[config.mk]
export PLATFORM = sky130hd
export DESIGN_NAME = operand_fetch
export DESIGN_NICKNAME = d
export VERILOG_FILES = /design/src/common/exec_pkg.sv /design/src/rtl/operand_fetch.sv
export SDC_FILE = /design/constraint.sdc
export NUM_CORES = 1
export LEC_CHECK = 0
export ABC_AREA = 1
export BUFFER_PORTS_ARGS = -buffer_cell sky130_fd_sc_hd__clkbuf_2
export CAP_MARGIN = 25
export CORE_AREA = 2 2 170 172
export DETAILED_ROUTE_END_ITERATION = 7
export DIE_AREA = 0 0 172 174
export SYNTH_ARGS = -nofsm -noshare
export SYNTH_HDL_FRONTEND = slang
export SYNTH_SLANG_ARGS = --single-unit
[constraint.sdc]
create_clock -name clk_i -period 8 [get_ports clk_i]
set_clock_uncertainty 0.1 [all_clocks]
set_input_delay 0.4 -clock clk_i [delete_from_list [all_inputs] [get_ports clk_i]]
set_output_delay 0.4 -clock clk_i [all_outputs]
set_load 0.05 [all_outputs]
[src/common/exec_pkg.sv]
// shared definitions of the integer execute cluster.
//  - XLEN, the datapath width.
//  - alu_op_t, the 3-bit ALU operation encoding.
//  - op_is_long(), the latency class of an operation.
`default_nettype none

package exec_pkg;

    // datapath width of every operand and result.
    parameter int XLEN = 64;

    // ALU operations. shifts use the low log2(XLEN) bits of source 2.
    typedef enum logic [2:0] {
        ADD = 3'd0, // a + b.
        SUB = 3'd1, // a - b.
        AND = 3'd2, // bitwise and.
        OR  = 3'd3, // bitwise or.
        XOR = 3'd4, // bitwise xor.
        SLL = 3'd5, // shift left logical.
        SRL = 3'd6, // shift right logical.
        MUL = 3'd7  // low XLEN bits of the product.
    } alu_op_t;

    // true for operations that need the second lane stage.
    // only the multiply is long today.
    function automatic logic op_is_long(input alu_op_t op);
        return (op == MUL);
    endfunction

endpackage

`default_nettype wire

[src/rtl/operand_fetch.sv]
// operand fetch stage.
//  - drives the source indices into the register file.
//  - forces register 0 sources to zero.
//  - registers the instruction into the input slot of the selected lane.
`timescale 1ns/1ps
`default_nettype none

module operand_fetch #(
    parameter int NUM_LANES = 2,
    parameter int NUM_PREGS = 64,
    localparam int PREG_W   = $clog2(NUM_PREGS),
    localparam int LANE_W   = (NUM_LANES > 1) ? $clog2(NUM_LANES) : 1
) (
    input  logic                                     clk_i,
    input  logic                                     rstn_i,
    // renamed instruction, one per cycle at most.
    input  logic                                     issue_valid_i,
    input  exec_pkg::alu_op_t                        issue_op_i,
    input  logic [LANE_W-1:0]                        issue_lane_i,
    input  logic [PREG_W-1:0]                        issue_src1_i,
    input  logic [PREG_W-1:0]                        issue_src2_i,
    input  logic [PREG_W-1:0]                        issue_dst_i,
    // register file read ports.
    output logic [PREG_W-1:0]                        rf_addr1_o,
    output logic [PREG_W-1:0]                        rf_addr2_o,
    input  logic [exec_pkg::XLEN-1:0]                rf_data1_i,
    input  logic [exec_pkg::XLEN-1:0]                rf_data2_i,
    // per-lane input slots.
    output logic [NUM_LANES-1:0]                     lane_valid_o,
    output exec_pkg::alu_op_t [NUM_LANES-1:0]        lane_op_o,
    output logic [NUM_LANES-1:0][exec_pkg::XLEN-1:0] lane_a_o,
    output logic [NUM_LANES-1:0][exec_pkg::XLEN-1:0] lane_b_o,
    output logic [NUM_LANES-1:0][PREG_W-1:0]         lane_dst_o
);

    logic [exec_pkg::XLEN-1:0] opnd_a; // source 1 after the zero check.
    logic [exec_pkg::XLEN-1:0] opnd_b; // source 2 after the zero check.

    assign rf_addr1_o = issue_src1_i; // read in the issue cycle.
    assign rf_addr2_o = issue_src2_i;

    // register 0 never carries data, whatever the read port returns.
    assign opnd_a = (issue_src1_i == '0) ? '0 : rf_data1_i;
    assign opnd_b = (issue_src2_i == '0) ? '0 : rf_data2_i;

    // valid bits pulse for one cycle in the selected lane only.
    always_ff @(posedge clk_i) begin
        if (!rstn_i) begin
            lane_valid_o <= '0;
        end else begin
            for (int k = 0; k < NUM_LANES; k++) begin
                lane_valid_o[k] <= issue_valid_i && (issue_lane_i == LANE_W'(k));
            end
        end
    end

    // slot payload is loaded only when the lane is picked.
    always_ff @(posedge clk_i) begin
        for (int k = 0; k < NUM_LANES; k++) begin
            if (issue_valid_i && (issue_lane_i == LANE_W'(k))) begin
                lane_op_o[k]  <= issue_op_i;
                lane_a_o[k]   <= opnd_a;
                lane_b_o[k]   <= opnd_b;
                lane_dst_o[k] <= issue_dst_i;
            end
        end
    end

    // the sender picks an existing lane.
    a_lane_in_range: assert property (@(posedge clk_i) disable iff (!rstn_i)
        issue_valid_i |-> (int'(issue_lane_i) < NUM_LANES))
        else $error("issue to lane %0d, only %0d lanes", issue_lane_i, NUM_LANES);

endmodule

`default_nettype wire

==> flow_metrics.py <==
metrics = {
    "critical_path": {
        "worst_setup_path_end_kind": "flip-flop",
        "worst_ep_required_time_ps": 8050,
        "start_point_of_the_critical_path": "issue_lane_i",
        "worst_path_max_fanout": 72,
        "category_of_the_worst_setup_path_launch_point": "input pin",
        "critPathCapture": "lane_b_o[75]",
        "worst-endpoint-arrival_ps": 2130,
        "critPathKind": "input pin to flip-flop",
    },
    "power": {
        "internal_power_w": 0.002615,
        "switching_share": 0.2787,
        "worst_ir_drop_vdd_mv": 0.1473,
        "switching_component_of_the_power_w": 0.001010,
        "power_density_nw_per_um2": 275.4,
        "share_clk_of_total_power": 0.366,
        "power_frac_seq": 0.477,
        "total_leakage_power_nw": 6.176,
        "comb_power_share": 0.156,
        "design_power_total_w": 0.003625,
    },
    "floorplan": {
        "chipWidth_microns": 172,
        "design.core.area_sq_um": 28240,
        "design.die.area_sq_um": 29930,
        "core.rowCount": 62,
        "floorplan.io_pins": 441,
        "dieHeight_microns": 174,
        "start_util": 0.3362,
    },
    "place": {
        "gp_congestion": 0.7746,
        "dp.final_hpwl_microns": 16700,
        "place_area_sq_um": 12030,
        "port_buffers": 440,
    },
    "sta": {
        "headroom_to_the_max_slew_limit": 0.3533,
        "finalHoldViolations": 0,
        "setup_tns_ps": 0,
        "rsz0062_at_grt": "no",
        "period_minus_slack_ps": 2075,
        "report.final.slew_viol_count": 0,
        "fin_crit_sh": 0.2594,
        "fmax_mhz": 481.8,
        "worst-slew-pin-transition_ps": 970.0,
        "final-setup-viol-count": 0,
    },
    "logic_synthesis": {
        "netlist-cell-type-count": 12,
        "post_synthesis_cell_count": 571,
        "sequential_share_of_the_synthesized_area": 0.8708,
        "post_synth_instance_area_sq_um": 9494,
        "number_of_register_bits_inferred_by_synthesis": 276,
        "synth_nets": 724,
        "yosys_warnings": 0,
        "post_synthesis_area_per_instance_sq_um": 16.63,
    },
    "finish": {
        "layout-area-overhead-vs-synth_pct": 38.64,
        "sequential_cell_area_sq_um": 8268,
        "post-route-cell-area_sq_um": 13160,
        "final.fill_count": 2629,
        "post_route_cells_drive_above_1_share": 0.4882,
        "nNetsFinal": 1192,
        "final_util": 0.4661,
        "area_of_combinational_cells_with_multiple_inputs_sq_um": 554.3,
    },
    "job": {
        "maxCapViolCount": 0,
    },
    "status": {
        "run_status": "finished clean",
    },
    "clock_tree": {
        "cts_hold_buffers": 18,
        "clkTransAtPathRegs_ps": 60,
        "ctsLongestPathBuffers": 3,
        "ctsHtreeMaxLevel": 1,
        "cts_inserted_buffers": 28,
        "post_cts_resized": 0,
        "post-cts-setup-buffer-count": 0,
        "clock_sink_count": 276,
        "tritoncts_clock_tree": "built",
        "cts_root_buffer": "clkbuf_16",
    },
    "detailed_routing": {
        "wl_microns": 23340,
        "drt_first_pass_iters": 6,
        "number_of_design_rule_violations_left_after_detail_routing": 0,
        "routed-via-count": 5888,
        "drtAntennaViolNets": 0,
        "routed_wire_length_per_instance_microns": 16.14,
        "drt-initial-drc-count": 444,
        "detail_route.vias_per_cell": 4.072,
    },
    "min_path": {
        "worstHoldPathType": "input pin to flip-flop",
    },
    "grt": {
        "first_global_vias": 6133,
        "grt_antenna_before_repair": 3,
        "largest_net_degree_at_the_start_of_global_routing": 73,
        "groute.usage.overall": 0.1504,
        "first_pass_grt_wire_length_microns": 34280,
        "globalRoute.totalOverflow": 0,
    },
}
==> cells in the mapped netlist <==
library cell,instances,area share
buf_2,6,0.0032
buf_4,12,0.0095
buf_6,6,0.0071
dfxtp_1,2,0.0042
edfxtp_1,274,0.87
inv_1,101,0.040
inv_2,30,0.012
nand2_1,129,0.051
nand3_2,1,0.0011
nand3_4,1,0.0018
nor2_1,8,0.0032
nor3_1,1,0.00053
==> state kept, by name (all words and copies together), names as in the netlist <==
signal / cells
lane_a_o: 128
lane_b_o: 128
lane_dst_o: 12
lane_op_o: 6
lane_valid_o: 2
==> worst min-delay path by stage <==
stage	start	slack (ps)	to	cells past startpoint
floorplan	issue_lane_i	380	lane_valid_o[0]	1
global placement	issue_dst_i[5]	490	lane_dst_o[5]	1
detailed placement	issue_dst_i[3]	490	lane_dst_o[3]	1
CTS	rf_data2_i[58]	2	lane_b_o[58]	3
global route	rf_data2_i[61]	20	lane_b_o[125]	3
finish	rf_data2_i[18]	40	lane_b_o[18]	3
==> area by class of cell <==
class / instances / area share
Clock inverter: 18 / 0.01711
Multi-Input combinational cell: 140 / 0.04211
Clock buffer: 34 / 0.05494
Inverter: 131 / 0.03774
Sequential cell: 276 / 0.6281
Tap cell: 384 / 0.03650
Timing Repair Buffer: 462 / 0.1833
Antenna cell: 1 / 0.0001901
==> critical path, stage by stage <==
cell and delay (ps):
clkbuf_2 120, nand2_1 130, inv_6 460, buf_4 870
==> logic make-up after synthesis <==
logic type / after synthesis / share of synthesized area
simple gates: 140 / 0.05759
buf+inv: 155 / 0.07156
flops: 276 / 0.8708
==> power by group through the flow <==
| stage | clock (W) | sequential (W) | combinational [W] |
|---|---|---|---|
| CTS | 0.00136 | 0.00173 | 0.000572 |
| finish | 0.00133 | 0.00173 | 0.000567 |
| detailed placement | 0 | 0.00176 | 0.000565 |
| global route | 0.00142 | 0.00174 | 0.000594 |
| global placement | 0 | 0.00176 | 0.000563 |
| floorplan | 0 | 0.00211 | 0.0000715 |
==> routing by layer <==
| layer | global-route usage | share of wire | vias to the layer above |
|---|---|---|---|
| li1 | - | - | 2811 |
| met1 | 0.1601 | 0.35 | 2707 |
| met2 | 0.2691 | 0.50 | 317 |
| met3 | 0.05943 | 0.11 | 51 |
| met4 | 0.05112 | 0.027 | 2 |
| met5 | 0 | 0.00056 | - |
==> per-stage QoR <==
stage / setup WS [ps] / instances / hold slack [ps]
final: 5925 / 1446 / 37.29
after global placement: 5370 / 1375 / 489.8
after floorplan: 1060 / 571 / 377.6
after detailed placement: 5359 / 1375 / 494.6
after global routing: 5819 / 1445 / 19.34
after CTS: 5945 / 1445 / 2.333
==> cells in the final DEF (no fill, tap or decap), drive strengths merged <==
| cell | count |
|---|---|
| dfxtp | 2 |
| clkbuf | 474 |
| dlygate4sd3 | 18 |
| buf | 4 |
| nand2 | 129 |
| inv | 132 |
| clkinv | 11 |
| clkinvlp | 1 |
| diode | 1 |
| bufinv | 5 |
| nor3 | 1 |
| edfxtp | 274 |
| nand3 | 2 |
| nor2 | 8 |
No activity file was read; power rests on OpenSTA's default activity.
