===== config.mk =====
export PLATFORM = sky130hd
export DESIGN_NAME = writeback_unit
export DESIGN_NICKNAME = d
export VERILOG_FILES = /design/src/common/exec_pkg.sv /design/src/rtl/writeback_unit.sv
export SDC_FILE = /design/constraint.sdc
export NUM_CORES = 1
export LEC_CHECK = 0
export BUFFER_PORTS_ARGS = -buffer_cell sky130_fd_sc_hd__buf_2
export CAP_MARGIN = 20
export CORE_AREA = 2 2 167 169
export CTS_BUF_LIST = sky130_fd_sc_hd__clkbuf_4
export CTS_CLUSTER_SIZE = 30
export DETAILED_ROUTE_END_ITERATION = 12
export DIE_AREA = 0 0 169 171
export SLEW_MARGIN = 20
export SYNTH_ARGS = -nofsm -noshare
export SYNTH_HDL_FRONTEND = slang
export SYNTH_SLANG_ARGS = --single-unit
export TNS_END_PERCENT = 50

===== constraint.sdc =====
create_clock -name clk_i -period 0.8 [get_ports clk_i]
set_input_delay 0 -clock clk_i [delete_from_list [all_inputs] [get_ports clk_i]]
set_output_delay 0 -clock clk_i [all_outputs]
set_load 0.02 [all_outputs]

===== src/common/exec_pkg.sv =====
// shared definitions of the integer execute cluster.
//  - XLEN, the datapath width.
//  - alu_op_t, the 3-bit ALU operation encoding.
//  - op_is_long(), the latency class of an operation.
`default_nettype none

package exec_pkg;

    // datapath width of every operand and result.
    parameter int XLEN = 64;

    // ALU operations. shifts use the low log2(XLEN) bits of source 2.
    typedef enum logic [2:0] {
        ADD = 3'd0, // a + b.
        SUB = 3'd1, // a - b.
        AND = 3'd2, // bitwise and.
        OR  = 3'd3, // bitwise or.
        XOR = 3'd4, // bitwise xor.
        SLL = 3'd5, // shift left logical.
        SRL = 3'd6, // shift right logical.
        MUL = 3'd7  // low XLEN bits of the product.
    } alu_op_t;

    // true for operations that need the second lane stage.
    // only the multiply is long today.
    function automatic logic op_is_long(input alu_op_t op);
        return (op == MUL);
    endfunction

endpackage

`default_nettype wire


===== src/rtl/writeback_unit.sv =====
// writeback unit of the execute cluster.
//  - registers every lane result.
//  - drives one register file write port per lane.
//  - the same registered values leave as completion reports.
`timescale 1ns/1ps
`default_nettype none

module writeback_unit #(
    parameter int NUM_LANES = 2,
    parameter int NUM_PREGS = 64,
    localparam int PREG_W   = $clog2(NUM_PREGS)
) (
    input  logic                                     clk_i,
    input  logic                                     rstn_i,
    // lane result registers.
    input  logic [NUM_LANES-1:0]                     res_valid_i,
    input  logic [NUM_LANES-1:0][PREG_W-1:0]         res_dst_i,
    input  logic [NUM_LANES-1:0][exec_pkg::XLEN-1:0] res_data_i,
    // register file write ports, lane k on port k.
    output logic [NUM_LANES-1:0]                     wb_enable_o,
    output logic [NUM_LANES-1:0][PREG_W-1:0]         wb_addr_o,
    output logic [NUM_LANES-1:0][exec_pkg::XLEN-1:0] wb_data_o,
    // completion reports, one pulse per finished instruction.
    output logic [NUM_LANES-1:0]                     complete_valid_o,
    output logic [NUM_LANES-1:0][PREG_W-1:0]         complete_dst_o,
    output logic [NUM_LANES-1:0][exec_pkg::XLEN-1:0] complete_data_o
);

    logic [NUM_LANES-1:0]                     wb_valid_q;
    logic [NUM_LANES-1:0][PREG_W-1:0]         wb_dst_q;
    logic [NUM_LANES-1:0][exec_pkg::XLEN-1:0] wb_data_q;

    always_ff @(posedge clk_i) begin
        if (!rstn_i) begin
            wb_valid_q <= '0;
        end else begin
            wb_valid_q <= res_valid_i; // one-cycle pulse per result.
        end
    end

    // payload only moves with a valid result.
    always_ff @(posedge clk_i) begin
        for (int k = 0; k < NUM_LANES; k++) begin
            if (res_valid_i[k]) begin
                wb_dst_q[k]  <= res_dst_i[k];
                wb_data_q[k] <= res_data_i[k];
            end
        end
    end

    assign wb_enable_o      = wb_valid_q; // dst 0 is dropped by the regfile.
    assign wb_addr_o        = wb_dst_q;
    assign wb_data_o        = wb_data_q;

    assign complete_valid_o = wb_valid_q; // dst 0 still reports completion.
    assign complete_dst_o   = wb_dst_q;
    assign complete_data_o  = wb_data_q;

endmodule

`default_nettype wire

==> flow_summary.html, run 1 <==
<table>
<tr><th>Metric</th><th>Value</th></tr>
<tr><th colspan="2">Pwr</th></tr>
<tr><td>Worst vdd ir</td><td>0.9398 mV</td></tr>
<tr><td>Internal portion of total power</td><td>12.62 mW</td></tr>
<tr><td>Sequential cell fraction of total power</td><td>0.509</td></tr>
<tr><td>Portion of total power attributed to the clock network</td><td>0.247</td></tr>
<tr><td>Final Total Pwr</td><td>18.27 mW</td></tr>
<tr><td>Power Density</td><td>1908 mW/mm^2</td></tr>
<tr><td>LEAKAGE</td><td>4.172 nW</td></tr>
<tr><td>Net switching power</td><td>5.648 mW</td></tr>
<tr><td>Combinational share of power</td><td>0.244</td></tr>
<tr><td>Switching share of total power</td><td>0.3091</td></tr>
<tr><th colspan="2">Yosys</th></tr>
<tr><td>Most area-consuming cells after synthesis</td><td>edfxtp_1, buf_4, dfxtp_1</td></tr>
<tr><td>Number of distinct library cell variants in the gate-level netlist after synthesis</td><td>4</td></tr>
<tr><td>Fraction of post-synthesis cell area in the top cell type by area</td><td>0.7898</td></tr>
<tr><td>Number of warning messages in the yosys log</td><td>0</td></tr>
<tr><td>Syn avg cell area</td><td>18.61 um^2</td></tr>
<tr><td>Post-synthesis sequential area ratio</td><td>0.7974</td></tr>
<tr><td>Seq cells post-synth</td><td>142</td></tr>
<tr><td>Synth Net Count</td><td>430</td></tr>
<tr><td>Cell count after synthesis</td><td>286</td></tr>
<tr><td>Post-synth top area cell</td><td>edfxtp_1</td></tr>
<tr><td>Netlist area before placement</td><td>0.005323 mm^2</td></tr>
<tr><th colspan="2">Timing</th></tr>
<tr><td>Number of max-slew violations in the final report</td><td>0</td></tr>
<tr><td>Worst slew margin relative to its limit</td><td>0.8436</td></tr>
<tr><td>Total Neg Setup Slack</td><td>-90.09 ns</td></tr>
<tr><td>Number of setup violations in the final report</td><td>284</td></tr>
<tr><td>Final min period</td><td>1.190 ns</td></tr>
<tr><td>RSZ-0062 raised after global routing</td><td>true</td></tr>
<tr><td>Worst slew pin tran</td><td>0.2347 ns</td></tr>
<tr><td>Worst Setup Slack, final</td><td>-0.3899 ns</td></tr>
<tr><td>Crit share post-route</td><td>1.487</td></tr>
<tr><td>Hold Violations, Final</td><td>0</td></tr>
<tr><td>Timing-limited maximum frequency</td><td>840.4 MHz</td></tr>
<tr><th colspan="2">GRT</th></tr>
<tr><td>Initial antenna violation count</td><td>0</td></tr>
<tr><td>Overflow left after global routing</td><td>0</td></tr>
<tr><td>GRT Overall Usage</td><td>0.1120</td></tr>
<tr><td>Via count of the first global-routing pass</td><td>3981</td></tr>
<tr><td>Maximum number of pins on one net before global-route repair</td><td>44</td></tr>
<tr><td>Wire length of the first global-routing pass</td><td>23620 um</td></tr>
<tr><th colspan="2">Detailed routing</th></tr>
<tr><td>Violation count after the first detailed-route iteration</td><td>167</td></tr>
<tr><td>Residual antenna-violating net count after detailed routing</td><td>0</td></tr>
<tr><td>Vias per inst</td><td>3.483</td></tr>
<tr><td>Via count of the routed design</td><td>3821</td></tr>
<tr><td>Total wire length</td><td>17730 um</td></tr>
<tr><td>Avg WL per Cell</td><td>16.17 um</td></tr>
<tr><td>1st-pass router iterations</td><td>4</td></tr>
<tr><td>DR DRC count</td><td>0</td></tr>
<tr><th colspan="2">Clock tree</th></tr>
<tr><td>CTS Root Buffer Type</td><td>clkbuf_4</td></tr>
<tr><td>Clock slew seen by the registers of the worst setup and hold paths</td><td>0.16 ns</td></tr>
<tr><td>Depth of the CTS H-tree</td><td>4</td></tr>
<tr><td>TritonCTS clock tree</td><td>built</td></tr>
<tr><td>Number of buffers created by CTS</td><td>17</td></tr>
<tr><td>Total number of clock tree sinks</td><td>142</td></tr>
<tr><td>Maximum count of clock buffers along a single path</td><td>2</td></tr>
<tr><th colspan="2">Worst setup path</th></tr>
<tr><td>Required time at the endpoint of the critical path</td><td>0.80 ns</td></tr>
<tr><td>Largest stage delay on the critical path</td><td>0.49 ns</td></tr>
<tr><td>Buffers &amp; Inverters on Critical Path</td><td>1</td></tr>
<tr><td>Kind of start point of the critical path</td><td>flop</td></tr>
<tr><td>Worst-path maximum fanout</td><td>2</td></tr>
<tr><td>Capturing element type of the critical path</td><td>primary output</td></tr>
<tr><td>Classification of the worst setup path</td><td>flop to primary output</td></tr>
<tr><td>Critical path, cell by cell</td><td>buf_6</td></tr>
<tr><td>Cell type of the slowest stage on the worst timing path</td><td>edfxtp_1</td></tr>
<tr><td>Cell type group with the largest total delay on the critical path</td><td>flip-flops</td></tr>
<tr><td>Data arrival time of the critical path</td><td>1.19 ns</td></tr>
<tr><th colspan="2">Floorplanning</th></tr>
<tr><td>Rows</td><td>61</td></tr>
<tr><td>Die outline area</td><td>0.02890 mm^2</td></tr>
<tr><td>Die span in y</td><td>171 um</td></tr>
<tr><td>DIE WIDTH</td><td>169 um</td></tr>
<tr><td>Starting density of the core</td><td>0.1948</td></tr>
<tr><td>Area of the core</td><td>0.02732 mm^2</td></tr>
<tr><td># IOs</td><td>428</td></tr>
<tr><th colspan="2">Status</th></tr>
<tr><td>Violations in the final reports</td><td>setup timing</td></tr>
<tr><td>Outcome</td><td>finished with violations</td></tr>
<tr><th colspan="2">Layout</th></tr>
<tr><td>Finished Cell Area</td><td>0.009575 mm^2</td></tr>
<tr><td>Area delta synth-&gt;final</td><td>79.90%</td></tr>
<tr><td>Area occupied by multi-input gates</td><td>12.51 um^2</td></tr>
<tr><td>Area occupied by registers</td><td>0.004247 mm^2</td></tr>
<tr><td>Most frequent standard cell in the layout excluding fill and tap cells</td><td>buf_2</td></tr>
<tr><td>Fraction of final layout cells with drive strength greater than 1</td><td>0.6192</td></tr>
<tr><td>Net count of the finished layout</td><td>882</td></tr>
<tr><td>Count of inserted antenna diode cells</td><td>0</td></tr>
<tr><td>Count of non-filler cells in the finished layout</td><td>1097</td></tr>
<tr><td>Layout filler cell count</td><td>2608</td></tr>
<tr><td>Commonest non-fill, non-tap cells in the layout</td><td>buf_2, buf_6, dlygate4sd3_1</td></tr>
<tr><th colspan="2">Placed design</th></tr>
<tr><td>Post-DP Area</td><td>0.006902 mm^2</td></tr>
<tr><td>Routability congestion estimate</td><td>0.7239</td></tr>
<tr><td>Post-DP HPWL</td><td>12280 um</td></tr>
<tr><td>Minimum setup slack after placement</td><td>0.05799 ns</td></tr>
<tr><td>Number of placed cells counting well taps</td><td>922</td></tr>
<tr><td>Port-buffer cells</td><td>427</td></tr>
<tr><th colspan="2">Min path</th></tr>
<tr><td>Type of the worst min-delay path</td><td>input port to flop</td></tr>
<tr><th colspan="2">Run</th></tr>
<tr><td>Max-cap violations</td><td>0</td></tr>
</table>
-- cells by family after synthesis --
kind of cell / count (synthesis) / synth area share
buffers and inverters: 142 / 0.2003
DFF: 142 / 0.7974
and+or+nand+nor: 2 / 0.002350
-- power by group through the flow --
stage	Sequential (mW)	Combinational, mW	Clock, mW
after floorplan	10.0	1.52	0
after CTS	9.27	4.32	4.77
after detailed placement	9.30	3.23	0
final	9.31	4.46	4.50
after global placement	9.29	3.22	0
after global routing	9.37	4.68	5.06
-- state kept, by name, summed over array words and instances (netlist names) --
signal,cells
complete_data_o,128
complete_dst_o,12
complete_valid_o,2
-- Yosys cell counts --
| cell | count |
|---|---|
| buf_4 | 142 |
| and2_1 | 2 |
| edfxtp_1 | 140 |
| dfxtp_1 | 2 |
-- cell type report --
type | count | area share
Multi-Input combinational cell | 2 | 0.001307
Clock buffer | 19 | 0.01490
Sequential cell | 142 | 0.4435
Tap cell | 346 | 0.04521
Timing Repair Buffer | 575 | 0.4828
Clock inverter | 13 | 0.01228
-- what timing repair did --
action	4_1_cts	5_1_grt
cloned	0	0
buffers inserted	0	0
hold buffers	143	0
gates resized for setup	253	63
hold endpoints to repair	282	0
setup endpoints to repair	284	284
-- worst paths after layout --
kind                          start                             to  slack [ns]  depth (start not counted)
min                  res_data_i[27]  complete_data_o[27]$_DFFE_PP_        0.16                          2
max   complete_data_o[95]$_DFFE_PP_                  wb_data_o[95]       -0.39                          1
-- stage by stage --
step / hold slack, ns / util
2_1_floorplan: 0.09887 / -
3_3_place_gp: 0.1760 / 0.2526
3_5_place_dp: 0.1781 / 0.2526
4_1_cts: 0.07913 / 0.3432
5_1_grt: 0.07685 / 0.3504
6_report: 0.1562 / 0.3504
-- metal layers --
metal | wire length [um] | GRT usage | up-vias
met3 | 1848 | 0.05344 | 7
li1 | - | - | 1774
met5 | 0 | 0 | -
met2 | 9146 | 0.2005 | 265
met1 | 6565 | 0.1185 | 1775
met4 | 173 | 0.02899 | 0
(Power assumes the default switching activity.)
==> inputs of run 2 (changes only) <==
--- a/config.mk
+++ b/config.mk
@@ -7,11 +7,14 @@
 export LEC_CHECK = 0
 export BUFFER_PORTS_ARGS = -buffer_cell sky130_fd_sc_hd__buf_2
 export CAP_MARGIN = 20
+export CELL_PAD_IN_SITES_DETAIL_PLACEMENT = 0
+export CELL_PAD_IN_SITES_GLOBAL_PLACEMENT = 1
 export CORE_AREA = 2 2 167 169
 export CTS_BUF_LIST = sky130_fd_sc_hd__clkbuf_4
 export CTS_CLUSTER_SIZE = 30
 export DETAILED_ROUTE_END_ITERATION = 12
 export DIE_AREA = 0 0 169 171
+export PLACE_DENSITY_LB_ADDON = 0.1
 export SLEW_MARGIN = 20
 export SYNTH_ARGS = -nofsm -noshare
 export SYNTH_HDL_FRONTEND = slang
==> run 2 against run 1 <==
Compared with the run above: the run still ends with setup timing left; non-clock buffer count rose by 1; flip-flop and latch count did not move; largest cell class unchanged; first-iteration DRC count fell by 60%.
==> flow_summary.html, run 2 (same netlist as run 1, synthesis figures left out) <==
<table>
<tr><th>Metric</th><th>Value</th></tr>
<tr><th colspan="2">Status</th></tr>
<tr><td>Outcome</td><td>finished with violations (unchanged)</td></tr>
<tr><td>Violations in the final reports</td><td>setup timing (unchanged)</td></tr>
<tr><th colspan="2">Clock tree</th></tr>
<tr><td>Depth of the CTS H-tree</td><td>4 (unchanged)</td></tr>
<tr><td>Number of buffers created by CTS</td><td>17 (unchanged)</td></tr>
<tr><td>Maximum count of clock buffers along a single path</td><td>2 (unchanged)</td></tr>
<tr><td>Post-CTS setup repair buffer count</td><td>0 (unchanged)</td></tr>
<tr><td>TritonCTS clock tree</td><td>built (unchanged)</td></tr>
<tr><td>Clock slew seen by the registers of the worst setup and hold paths</td><td>0.15 ns (was 0.16 ns)</td></tr>
<tr><td>CTS Root Buffer Type</td><td>clkbuf_4 (unchanged)</td></tr>
<tr><td>Total number of clock tree sinks</td><td>142 (unchanged)</td></tr>
<tr><th colspan="2">Min path</th></tr>
<tr><td>Type of the worst min-delay path</td><td>input port to flop (unchanged)</td></tr>
<tr><th colspan="2">Placed design</th></tr>
<tr><td>Post-DP Area</td><td>0.006909 mm^2 (was 0.006902 mm^2)</td></tr>
<tr><td>Post-DP HPWL</td><td>12580 um (was 12280 um)</td></tr>
<tr><td>Routability congestion estimate</td><td>0.6723 (was 0.7239)</td></tr>
<tr><td>Number of placed cells counting well taps</td><td>923 (was 922)</td></tr>
<tr><td>Port-buffer cells</td><td>427 (unchanged)</td></tr>
<tr><th colspan="2">GRT</th></tr>
<tr><td>Via count of the first global-routing pass</td><td>4050 (was 3981)</td></tr>
<tr><td>Maximum number of pins on one net before global-route repair</td><td>52 (was 44)</td></tr>
<tr><td>Initial antenna violation count</td><td>0 (unchanged)</td></tr>
<tr><td>Wire length of the first global-routing pass</td><td>23280 um (was 23620 um)</td></tr>
<tr><td>Overflow left after global routing</td><td>0 (unchanged)</td></tr>
<tr><td>GRT Overall Usage</td><td>0.1089 (was 0.1120)</td></tr>
<tr><th colspan="2">Detailed routing</th></tr>
<tr><td>DR DRC count</td><td>0 (unchanged)</td></tr>
<tr><td>Residual antenna-violating net count after detailed routing</td><td>0 (unchanged)</td></tr>
<tr><td>Avg WL per Cell</td><td>15.25 um (was 16.17 um)</td></tr>
<tr><td>Vias per inst</td><td>3.488 (was 3.483)</td></tr>
<tr><td>Violation count after the first detailed-route iteration</td><td>66 (was 167)</td></tr>
<tr><td>Via count of the routed design</td><td>3830 (was 3821)</td></tr>
<tr><td>Total wire length</td><td>16750 um (was 17730 um)</td></tr>
<tr><td>1st-pass router iterations</td><td>4 (unchanged)</td></tr>
<tr><th colspan="2">Pwr</th></tr>
<tr><td>LEAKAGE</td><td>4.183 nW (was 4.172 nW)</td></tr>
<tr><td>Internal portion of total power</td><td>12.63 mW (was 12.62 mW)</td></tr>
<tr><td>Worst vdd ir</td><td>0.8742 mV (was 0.9398 mV)</td></tr>
<tr><td>Power Density</td><td>1897 mW/mm^2 (was 1908 mW/mm^2)</td></tr>
<tr><td>Switching share of total power</td><td>0.3056 (was 0.3091)</td></tr>
<tr><td>Portion of total power attributed to the clock network</td><td>0.246 (was 0.247)</td></tr>
<tr><td>Combinational share of power</td><td>0.242 (was 0.244)</td></tr>
<tr><td>Final Total Pwr</td><td>18.18 mW (was 18.27 mW)</td></tr>
<tr><td>Net switching power</td><td>5.556 mW (was 5.648 mW)</td></tr>
<tr><td>Sequential cell fraction of total power</td><td>0.512 (was 0.509)</td></tr>
<tr><th colspan="2">Layout</th></tr>
<tr><td>Most frequent standard cell in the layout excluding fill and tap cells</td><td>buf_2 (unchanged)</td></tr>
<tr><td>Fraction of final layout cells with drive strength greater than 1</td><td>0.6184 (was 0.6192)</td></tr>
<tr><td>Layout filler cell count</td><td>2679 (was 2608)</td></tr>
<tr><td>Net count of the finished layout</td><td>883 (was 882)</td></tr>
<tr><td>Area delta synth-&gt;final</td><td>80.11% (was 79.90%)</td></tr>
<tr><td>Count of inserted antenna diode cells</td><td>0 (unchanged)</td></tr>
<tr><td>Finished Cell Area</td><td>0.009587 mm^2 (was 0.009575 mm^2)</td></tr>
<tr><td>Count of non-filler cells in the finished layout</td><td>1098 (was 1097)</td></tr>
<tr><td>Max reg flops</td><td>128 (unchanged)</td></tr>
<tr><td>Commonest non-fill, non-tap cells in the layout</td><td>buf_2, buf_6, dlygate4sd3_1 (unchanged)</td></tr>
<tr><th colspan="2">Timing</th></tr>
<tr><td>RSZ-0062 raised after global routing</td><td>true (unchanged)</td></tr>
<tr><td>Final min period</td><td>1.197 ns (was 1.190 ns)</td></tr>
<tr><td>Final hold slack</td><td>0.1702 ns (was 0.1562 ns)</td></tr>
<tr><td>Number of setup violations in the final report</td><td>284 (unchanged)</td></tr>
<tr><td>Worst slew margin relative to its limit</td><td>0.8015 (was 0.8436)</td></tr>
<tr><td>Number of max-slew violations in the final report</td><td>0 (unchanged)</td></tr>
<tr><td>Timing-limited maximum frequency</td><td>835.6 MHz (was 840.4 MHz)</td></tr>
<tr><td>Worst Setup Slack, final</td><td>-0.3968 ns (was -0.3899 ns)</td></tr>
<tr><td>Worst slew pin tran</td><td>0.2978 ns (was 0.2347 ns)</td></tr>
<tr><td>Crit share post-route</td><td>1.496 (was 1.487)</td></tr>
<tr><td>Hold Violations, Final</td><td>0 (unchanged)</td></tr>
<tr><td>Total Neg Setup Slack</td><td>-89.65 ns (was -90.09 ns)</td></tr>
<tr><th colspan="2">Floorplanning</th></tr>
<tr><td>Die span in y</td><td>171 um (unchanged)</td></tr>
<tr><td>Area of the core</td><td>0.02732 mm^2 (unchanged)</td></tr>
<tr><td>Starting density of the core</td><td>0.1948 (unchanged)</td></tr>
<tr><td>Rows</td><td>61 (unchanged)</td></tr>
<tr><td># IOs</td><td>428 (unchanged)</td></tr>
<tr><td>DIE WIDTH</td><td>169 um (unchanged)</td></tr>
<tr><td>Die outline area</td><td>0.02890 mm^2 (unchanged)</td></tr>
<tr><th colspan="2">Worst setup path</th></tr>
<tr><td>Kind of start point of the critical path</td><td>flop (unchanged)</td></tr>
<tr><td>Data arrival time of the critical path</td><td>1.20 ns (was 1.19 ns)</td></tr>
<tr><td>Critical path, cell by cell</td><td>buf_6 (unchanged)</td></tr>
<tr><td>Capturing element type of the critical path</td><td>primary output (unchanged)</td></tr>
<tr><td>Buffers &amp; Inverters on Critical Path</td><td>1 (unchanged)</td></tr>
<tr><td>Largest stage delay on the critical path</td><td>0.49 ns (about the same)</td></tr>
<tr><td>Classification of the worst setup path</td><td>flop to primary output (unchanged)</td></tr>
<tr><td>Required time at the endpoint of the critical path</td><td>0.80 ns (about the same)</td></tr>
<tr><td>Cell type group with the largest total delay on the critical path</td><td>flip-flops (unchanged)</td></tr>
<tr><td>Cell type of the slowest stage on the worst timing path</td><td>edfxtp_1 (unchanged)</td></tr>
<tr><td>Worst-path maximum fanout</td><td>2 (unchanged)</td></tr>
<tr><th colspan="2">Run</th></tr>
<tr><td>Max-cap violations</td><td>0 (unchanged)</td></tr>
</table>
## run 2: cell types whose count changed in the layout (fill, tap and decap cells not counted), sizes merged
cell | before | now
clkinvlp | 4 | 2
inv | 2 | 4
buf | 432 | 433
clkbuf | 19 | 18
clkinv | 6 | 7
## run 2: path summary, 6_finish.rpt
path / startpoint / to / slack, ns / depth (start not counted)
max: complete_data_o[29]$_DFFE_PP_ / complete_data_o[29] / -0.40 / 1
min: res_data_i[37] / complete_data_o[37]$_DFFE_PP_ / 0.17 / 2
## run 2: repair_timing
item                                    4_1_cts  5_1_grt
hold buffers                                143        0
hold endpoints to repair                    282        0
cloned                                        0        0
endpoints found under the setup margin      284      284
resized for setup                           276       38
## run 2: per-stage QoR
step | utilization | setup WS (ns)
final | 0.3509 | -0.3968
after global routing | 0.3509 | -0.5185
after CTS | 0.3466 | -0.4868
after detailed placement | 0.2529 | 0.04454
after global placement | 0.2529 | 0.05039
after floorplan | - | 0.1327
## run 2: layout make-up
type	count	area, um^2	share of cell area
well taps	346	432.9	0.04516
repair buffers	576	4626	0.4825
clock buffers	18	135.1	0.01410
flip-flops and latches	142	4247	0.4430
clock inverters	14	133.9	0.01396
multi-input cells	2	12.51	0.001305
## run 2: power by group through the flow
stage               clock [mW]  combinational (mW)  sequential [mW]
global route              5.11                4.64             9.39
detailed placement           0                3.20             9.33
global placement             0                3.24             9.32
finish                    4.47                4.41             9.31
CTS                       4.83                4.37             9.31
floorplan                    0                1.52             10.0
## run 2: metal layers
layer  vias to the layer above  GRT usage  part of all wire
met5                         -          0                 0
met4                         0    0.02490            0.0063
li1                       1777          -                 -
met2                       267     0.2038              0.54
met1                      1781     0.1142              0.36
met3                         5    0.04418             0.090
==> inputs of run 3 (changes only) <==
--- a/config.mk
+++ b/config.mk
@@ -15,6 +15,7 @@
 export DETAILED_ROUTE_END_ITERATION = 12
 export DIE_AREA = 0 0 169 171
 export PLACE_DENSITY_LB_ADDON = 0.1
+export REMOVE_ABC_BUFFERS = 1
 export SLEW_MARGIN = 20
 export SYNTH_ARGS = -nofsm -noshare
 export SYNTH_HDL_FRONTEND = slang
==> constraint.sdc (replaced) <==
create_clock -name clk_i -period 0.8 [get_ports clk_i]
set_input_delay 0 -clock clk_i [delete_from_list [all_inputs] [get_ports clk_i]]
set_output_delay 0 -clock clk_i [all_outputs]
set_load 0.1 [all_outputs]
==> run 3 against run 2 <==
Compared with the run above: the flow still finishes with violations (setup timing); die area did not move; combinational power rose to 3.2 times the previous value; non-clock buffer count rose by 2; routed wire length rose by 18%; fmax fell by 8.1%; sequential power rose by 5.4%; sequential share of layout area fell by 12 points; count of clock-buffer cells in the layout did not move; worst hold slack got worse by 0.0044 ns; critical endpoint is now complete_data_o[27]; largest cell class unchanged; largest power group is now combinational logic.
==> flow_summary.html, run 3 (same netlist as run 1, synthesis figures left out) <==
<table>
<tr><th>Metric</th><th>Value</th></tr>
<tr><th colspan="2">Layout</th></tr>
<tr><td>Fraction of final layout cells with drive strength greater than 1</td><td>0.6202 (was 0.6184)</td></tr>
<tr><td>Finished Cell Area</td><td>0.01299 mm^2 (was 0.009587 mm^2)</td></tr>
<tr><td>Commonest non-fill, non-tap cells in the layout</td><td>buf_12, dlygate4sd3_1, buf_2 (was buf_2, buf_6, dlygate4sd3_1)</td></tr>
<tr><td>Max reg flops</td><td>128 (unchanged)</td></tr>
<tr><td>Area delta synth-&gt;final</td><td>144.1% (was 80.11%)</td></tr>
<tr><td>Most frequent standard cell in the layout excluding fill and tap cells</td><td>buf_12 (was buf_2)</td></tr>
<tr><td>Net count of the finished layout</td><td>885 (was 883)</td></tr>
<tr><td>Count of non-filler cells in the finished layout</td><td>1101 (was 1098)</td></tr>
<tr><td>Layout filler cell count</td><td>2297 (was 2679)</td></tr>
<tr><th colspan="2">GRT</th></tr>
<tr><td>Via count of the first global-routing pass</td><td>4354 (was 4050)</td></tr>
<tr><td>Wire length of the first global-routing pass</td><td>28200 um (was 23280 um)</td></tr>
<tr><td>GRT Overall Usage</td><td>0.1343 (was 0.1089)</td></tr>
<tr><td>Global routing met1 resource utilization</td><td>0.1335 (was 0.1142)</td></tr>
<tr><td>Initial antenna violation count</td><td>1 (was 0)</td></tr>
<tr><td>Met3 Resource Use GR</td><td>0.06199 (was 0.04418)</td></tr>
<tr><td>Top Usage Layer GRT</td><td>met2 (unchanged)</td></tr>
<tr><td>Maximum number of pins on one net before global-route repair</td><td>37 (was 52)</td></tr>
<tr><td>Overflow left after global routing</td><td>0 (unchanged)</td></tr>
<tr><td>M2 GR Usage</td><td>0.2468 (was 0.2038)</td></tr>
<tr><th colspan="2">Clock tree</th></tr>
<tr><td>Clock slew seen by the registers of the worst setup and hold paths</td><td>0.13 ns (was 0.15 ns)</td></tr>
<tr><td>Total number of clock tree sinks</td><td>142 (unchanged)</td></tr>
<tr><td>CTS Root Buffer Type</td><td>clkbuf_4 (unchanged)</td></tr>
<tr><td>Depth of the CTS H-tree</td><td>4 (unchanged)</td></tr>
<tr><td>TritonCTS clock tree</td><td>built (unchanged)</td></tr>
<tr><td>Maximum count of clock buffers along a single path</td><td>2 (unchanged)</td></tr>
<tr><td>Number of buffers created by CTS</td><td>17 (unchanged)</td></tr>
<tr><td>Post-CTS setup repair buffer count</td><td>0 (unchanged)</td></tr>
<tr><th colspan="2">Detailed routing</th></tr>
<tr><td>Violation count after the first detailed-route iteration</td><td>139 (was 66)</td></tr>
<tr><td>DR DRC count</td><td>0 (unchanged)</td></tr>
<tr><td>Vias per inst</td><td>3.539 (was 3.488)</td></tr>
<tr><td>Total wire length</td><td>19740 um (was 16750 um)</td></tr>
<tr><td>Avg WL per Cell</td><td>17.93 um (was 15.25 um)</td></tr>
<tr><td>Via count of the routed design</td><td>3896 (was 3830)</td></tr>
<tr><td>1st-pass router iterations</td><td>4 (unchanged)</td></tr>
<tr><td>Residual antenna-violating net count after detailed routing</td><td>0 (unchanged)</td></tr>
<tr><th colspan="2">Worst setup path</th></tr>
<tr><td>Largest stage delay on the critical path</td><td>0.54 ns (was 0.49 ns)</td></tr>
<tr><td>Cell type of the slowest stage on the worst timing path</td><td>edfxtp_1 (unchanged)</td></tr>
<tr><td>Kind of start point of the critical path</td><td>flop (unchanged)</td></tr>
<tr><td>Worst-path maximum fanout</td><td>2 (unchanged)</td></tr>
<tr><td>Data arrival time of the critical path</td><td>1.30 ns (was 1.20 ns)</td></tr>
<tr><td>Buffers &amp; Inverters on Critical Path</td><td>1 (unchanged)</td></tr>
<tr><td>Capturing element type of the critical path</td><td>primary output (unchanged)</td></tr>
<tr><td>Required time at the endpoint of the critical path</td><td>0.80 ns (about the same)</td></tr>
<tr><td>Classification of the worst setup path</td><td>flop to primary output (unchanged)</td></tr>
<tr><td>Cell type group with the largest total delay on the critical path</td><td>flip-flops (unchanged)</td></tr>
<tr><td>Critical path, cell by cell</td><td>buf_12 (was buf_6)</td></tr>
<tr><th colspan="2">Pwr</th></tr>
<tr><td>Final Total Pwr</td><td>29.56 mW (was 18.18 mW)</td></tr>
<tr><td>LEAKAGE</td><td>5.457 nW (was 4.183 nW)</td></tr>
<tr><td>Power Density</td><td>2275 mW/mm^2 (was 1897 mW/mm^2)</td></tr>
<tr><td>Worst vdd ir</td><td>1.127 mV (was 0.8742 mV)</td></tr>
<tr><th colspan="2">Timing</th></tr>
<tr><td>Crit share post-route</td><td>1.628 (was 1.496)</td></tr>
<tr><td>Timing-limited maximum frequency</td><td>767.7 MHz (was 835.6 MHz)</td></tr>
<tr><td>RSZ-0062 raised after global routing</td><td>true (unchanged)</td></tr>
<tr><td>Hold Violations, Final</td><td>0 (unchanged)</td></tr>
<tr><td>Number of setup violations in the final report</td><td>284 (unchanged)</td></tr>
<tr><td>Final hold slack</td><td>0.1658 ns (was 0.1702 ns)</td></tr>
<tr><td>Worst Setup Slack, final</td><td>-0.5025 ns (was -0.3968 ns)</td></tr>
<tr><td>Worst slew pin tran</td><td>0.2950 ns (was 0.2978 ns)</td></tr>
<tr><td>Number of max-slew violations in the final report</td><td>0 (unchanged)</td></tr>
<tr><td>Final min period</td><td>1.303 ns (was 1.197 ns)</td></tr>
<tr><td>Worst slew margin relative to its limit</td><td>0.8037 (was 0.8015)</td></tr>
<tr><th colspan="2">Run</th></tr>
<tr><td>Max-cap violations</td><td>0 (unchanged)</td></tr>
<tr><th colspan="2">Floorplanning</th></tr>
<tr><td>Area of the core</td><td>0.02732 mm^2 (unchanged)</td></tr>
<tr><td>Die outline area</td><td>0.02890 mm^2 (unchanged)</td></tr>
<tr><td>DIE WIDTH</td><td>169 um (unchanged)</td></tr>
<tr><td>Starting density of the core</td><td>0.1948 (unchanged)</td></tr>
<tr><td>Die span in y</td><td>171 um (unchanged)</td></tr>
<tr><td>Rows</td><td>61 (unchanged)</td></tr>
<tr><td># IOs</td><td>428 (unchanged)</td></tr>
<tr><th colspan="2">Placed design</th></tr>
<tr><td>Routability congestion estimate</td><td>0.7532 (was 0.6723)</td></tr>
<tr><td>Post-DP HPWL</td><td>15810 um (was 12580 um)</td></tr>
<tr><td>Port-buffer cells</td><td>427 (unchanged)</td></tr>
<tr><td>Post-DP Area</td><td>0.01120 mm^2 (was 0.006909 mm^2)</td></tr>
<tr><td>Number of placed cells counting well taps</td><td>925 (was 923)</td></tr>
<tr><th colspan="2">Min path</th></tr>
<tr><td>Type of the worst min-delay path</td><td>input port to flop (unchanged)</td></tr>
<tr><th colspan="2">Status</th></tr>
<tr><td>Violations in the final reports</td><td>setup timing (unchanged)</td></tr>
<tr><td>Outcome</td><td>finished with violations (unchanged)</td></tr>
</table>
[run 3: path summary, 6_finish.rpt]
path	startpoint	endpoint	slack, ns	cells past startpoint
worst min-delay path	res_data_i[12]	complete_data_o[12]$_DFFE_PP_	0.17	2
worst max-delay path	complete_data_o[27]$_DFFE_PP_	complete_data_o[27]	-0.50	1
[run 3: power breakdown]
| part | total [mW] | switching, mW | internal [mW] |
|---|---|---|---|
| logic | 14.1 | 9.26 | 4.87 |
| clock network | 5.63 | 2.78 | 2.84 |
| registers | 9.81 | 0.952 | 8.86 |
| total | 29.6 | 13.0 | 16.6 |
[run 3: layout make-up]
cell class,instances,area (um^2),share of cell area
well taps,346,432.9,0.03332
clock buffers,18,135.1,0.01040
diodes,2,5.005,0.0003852
flip-flops and latches,142,4252,0.3272
repair buffers,578,7943,0.6113
clock inverters,13,214.0,0.01647
multi-input cells,2,12.51,0.0009629
[run 3: what timing repair did]
| item | CTS | global route |
|---|---|---|
| gates cloned | 0 | 0 |
| resized for setup | 4 | 0 |
| endpoints found under the setup margin | 284 | 284 |
| hold buffers | 143 | 0 |
| hold endpoints to repair | 282 | 0 |
[run 3: per-stage QoR]
step / setup slack, ns / util / TNS (ns)
after floorplan: -0.7532 / - / -201.68
after CTS: -0.5945 / 0.4754 / -148.52
after detailed placement: 0.05671 / 0.4099 / 0
final: -0.5025 / 0.4755 / -121.80
after global placement: 0.06025 / 0.4099 / 0
after global routing: -0.5975 / 0.4755 / -151.32
[run 3: layer usage]
layer | up-vias | share of wire
li1 | 1784 | -
met1 | 1826 | 0.33
met2 | 272 | 0.54
met3 | 14 | 0.11
met4 | 0 | 0.015
met5 | - | 0
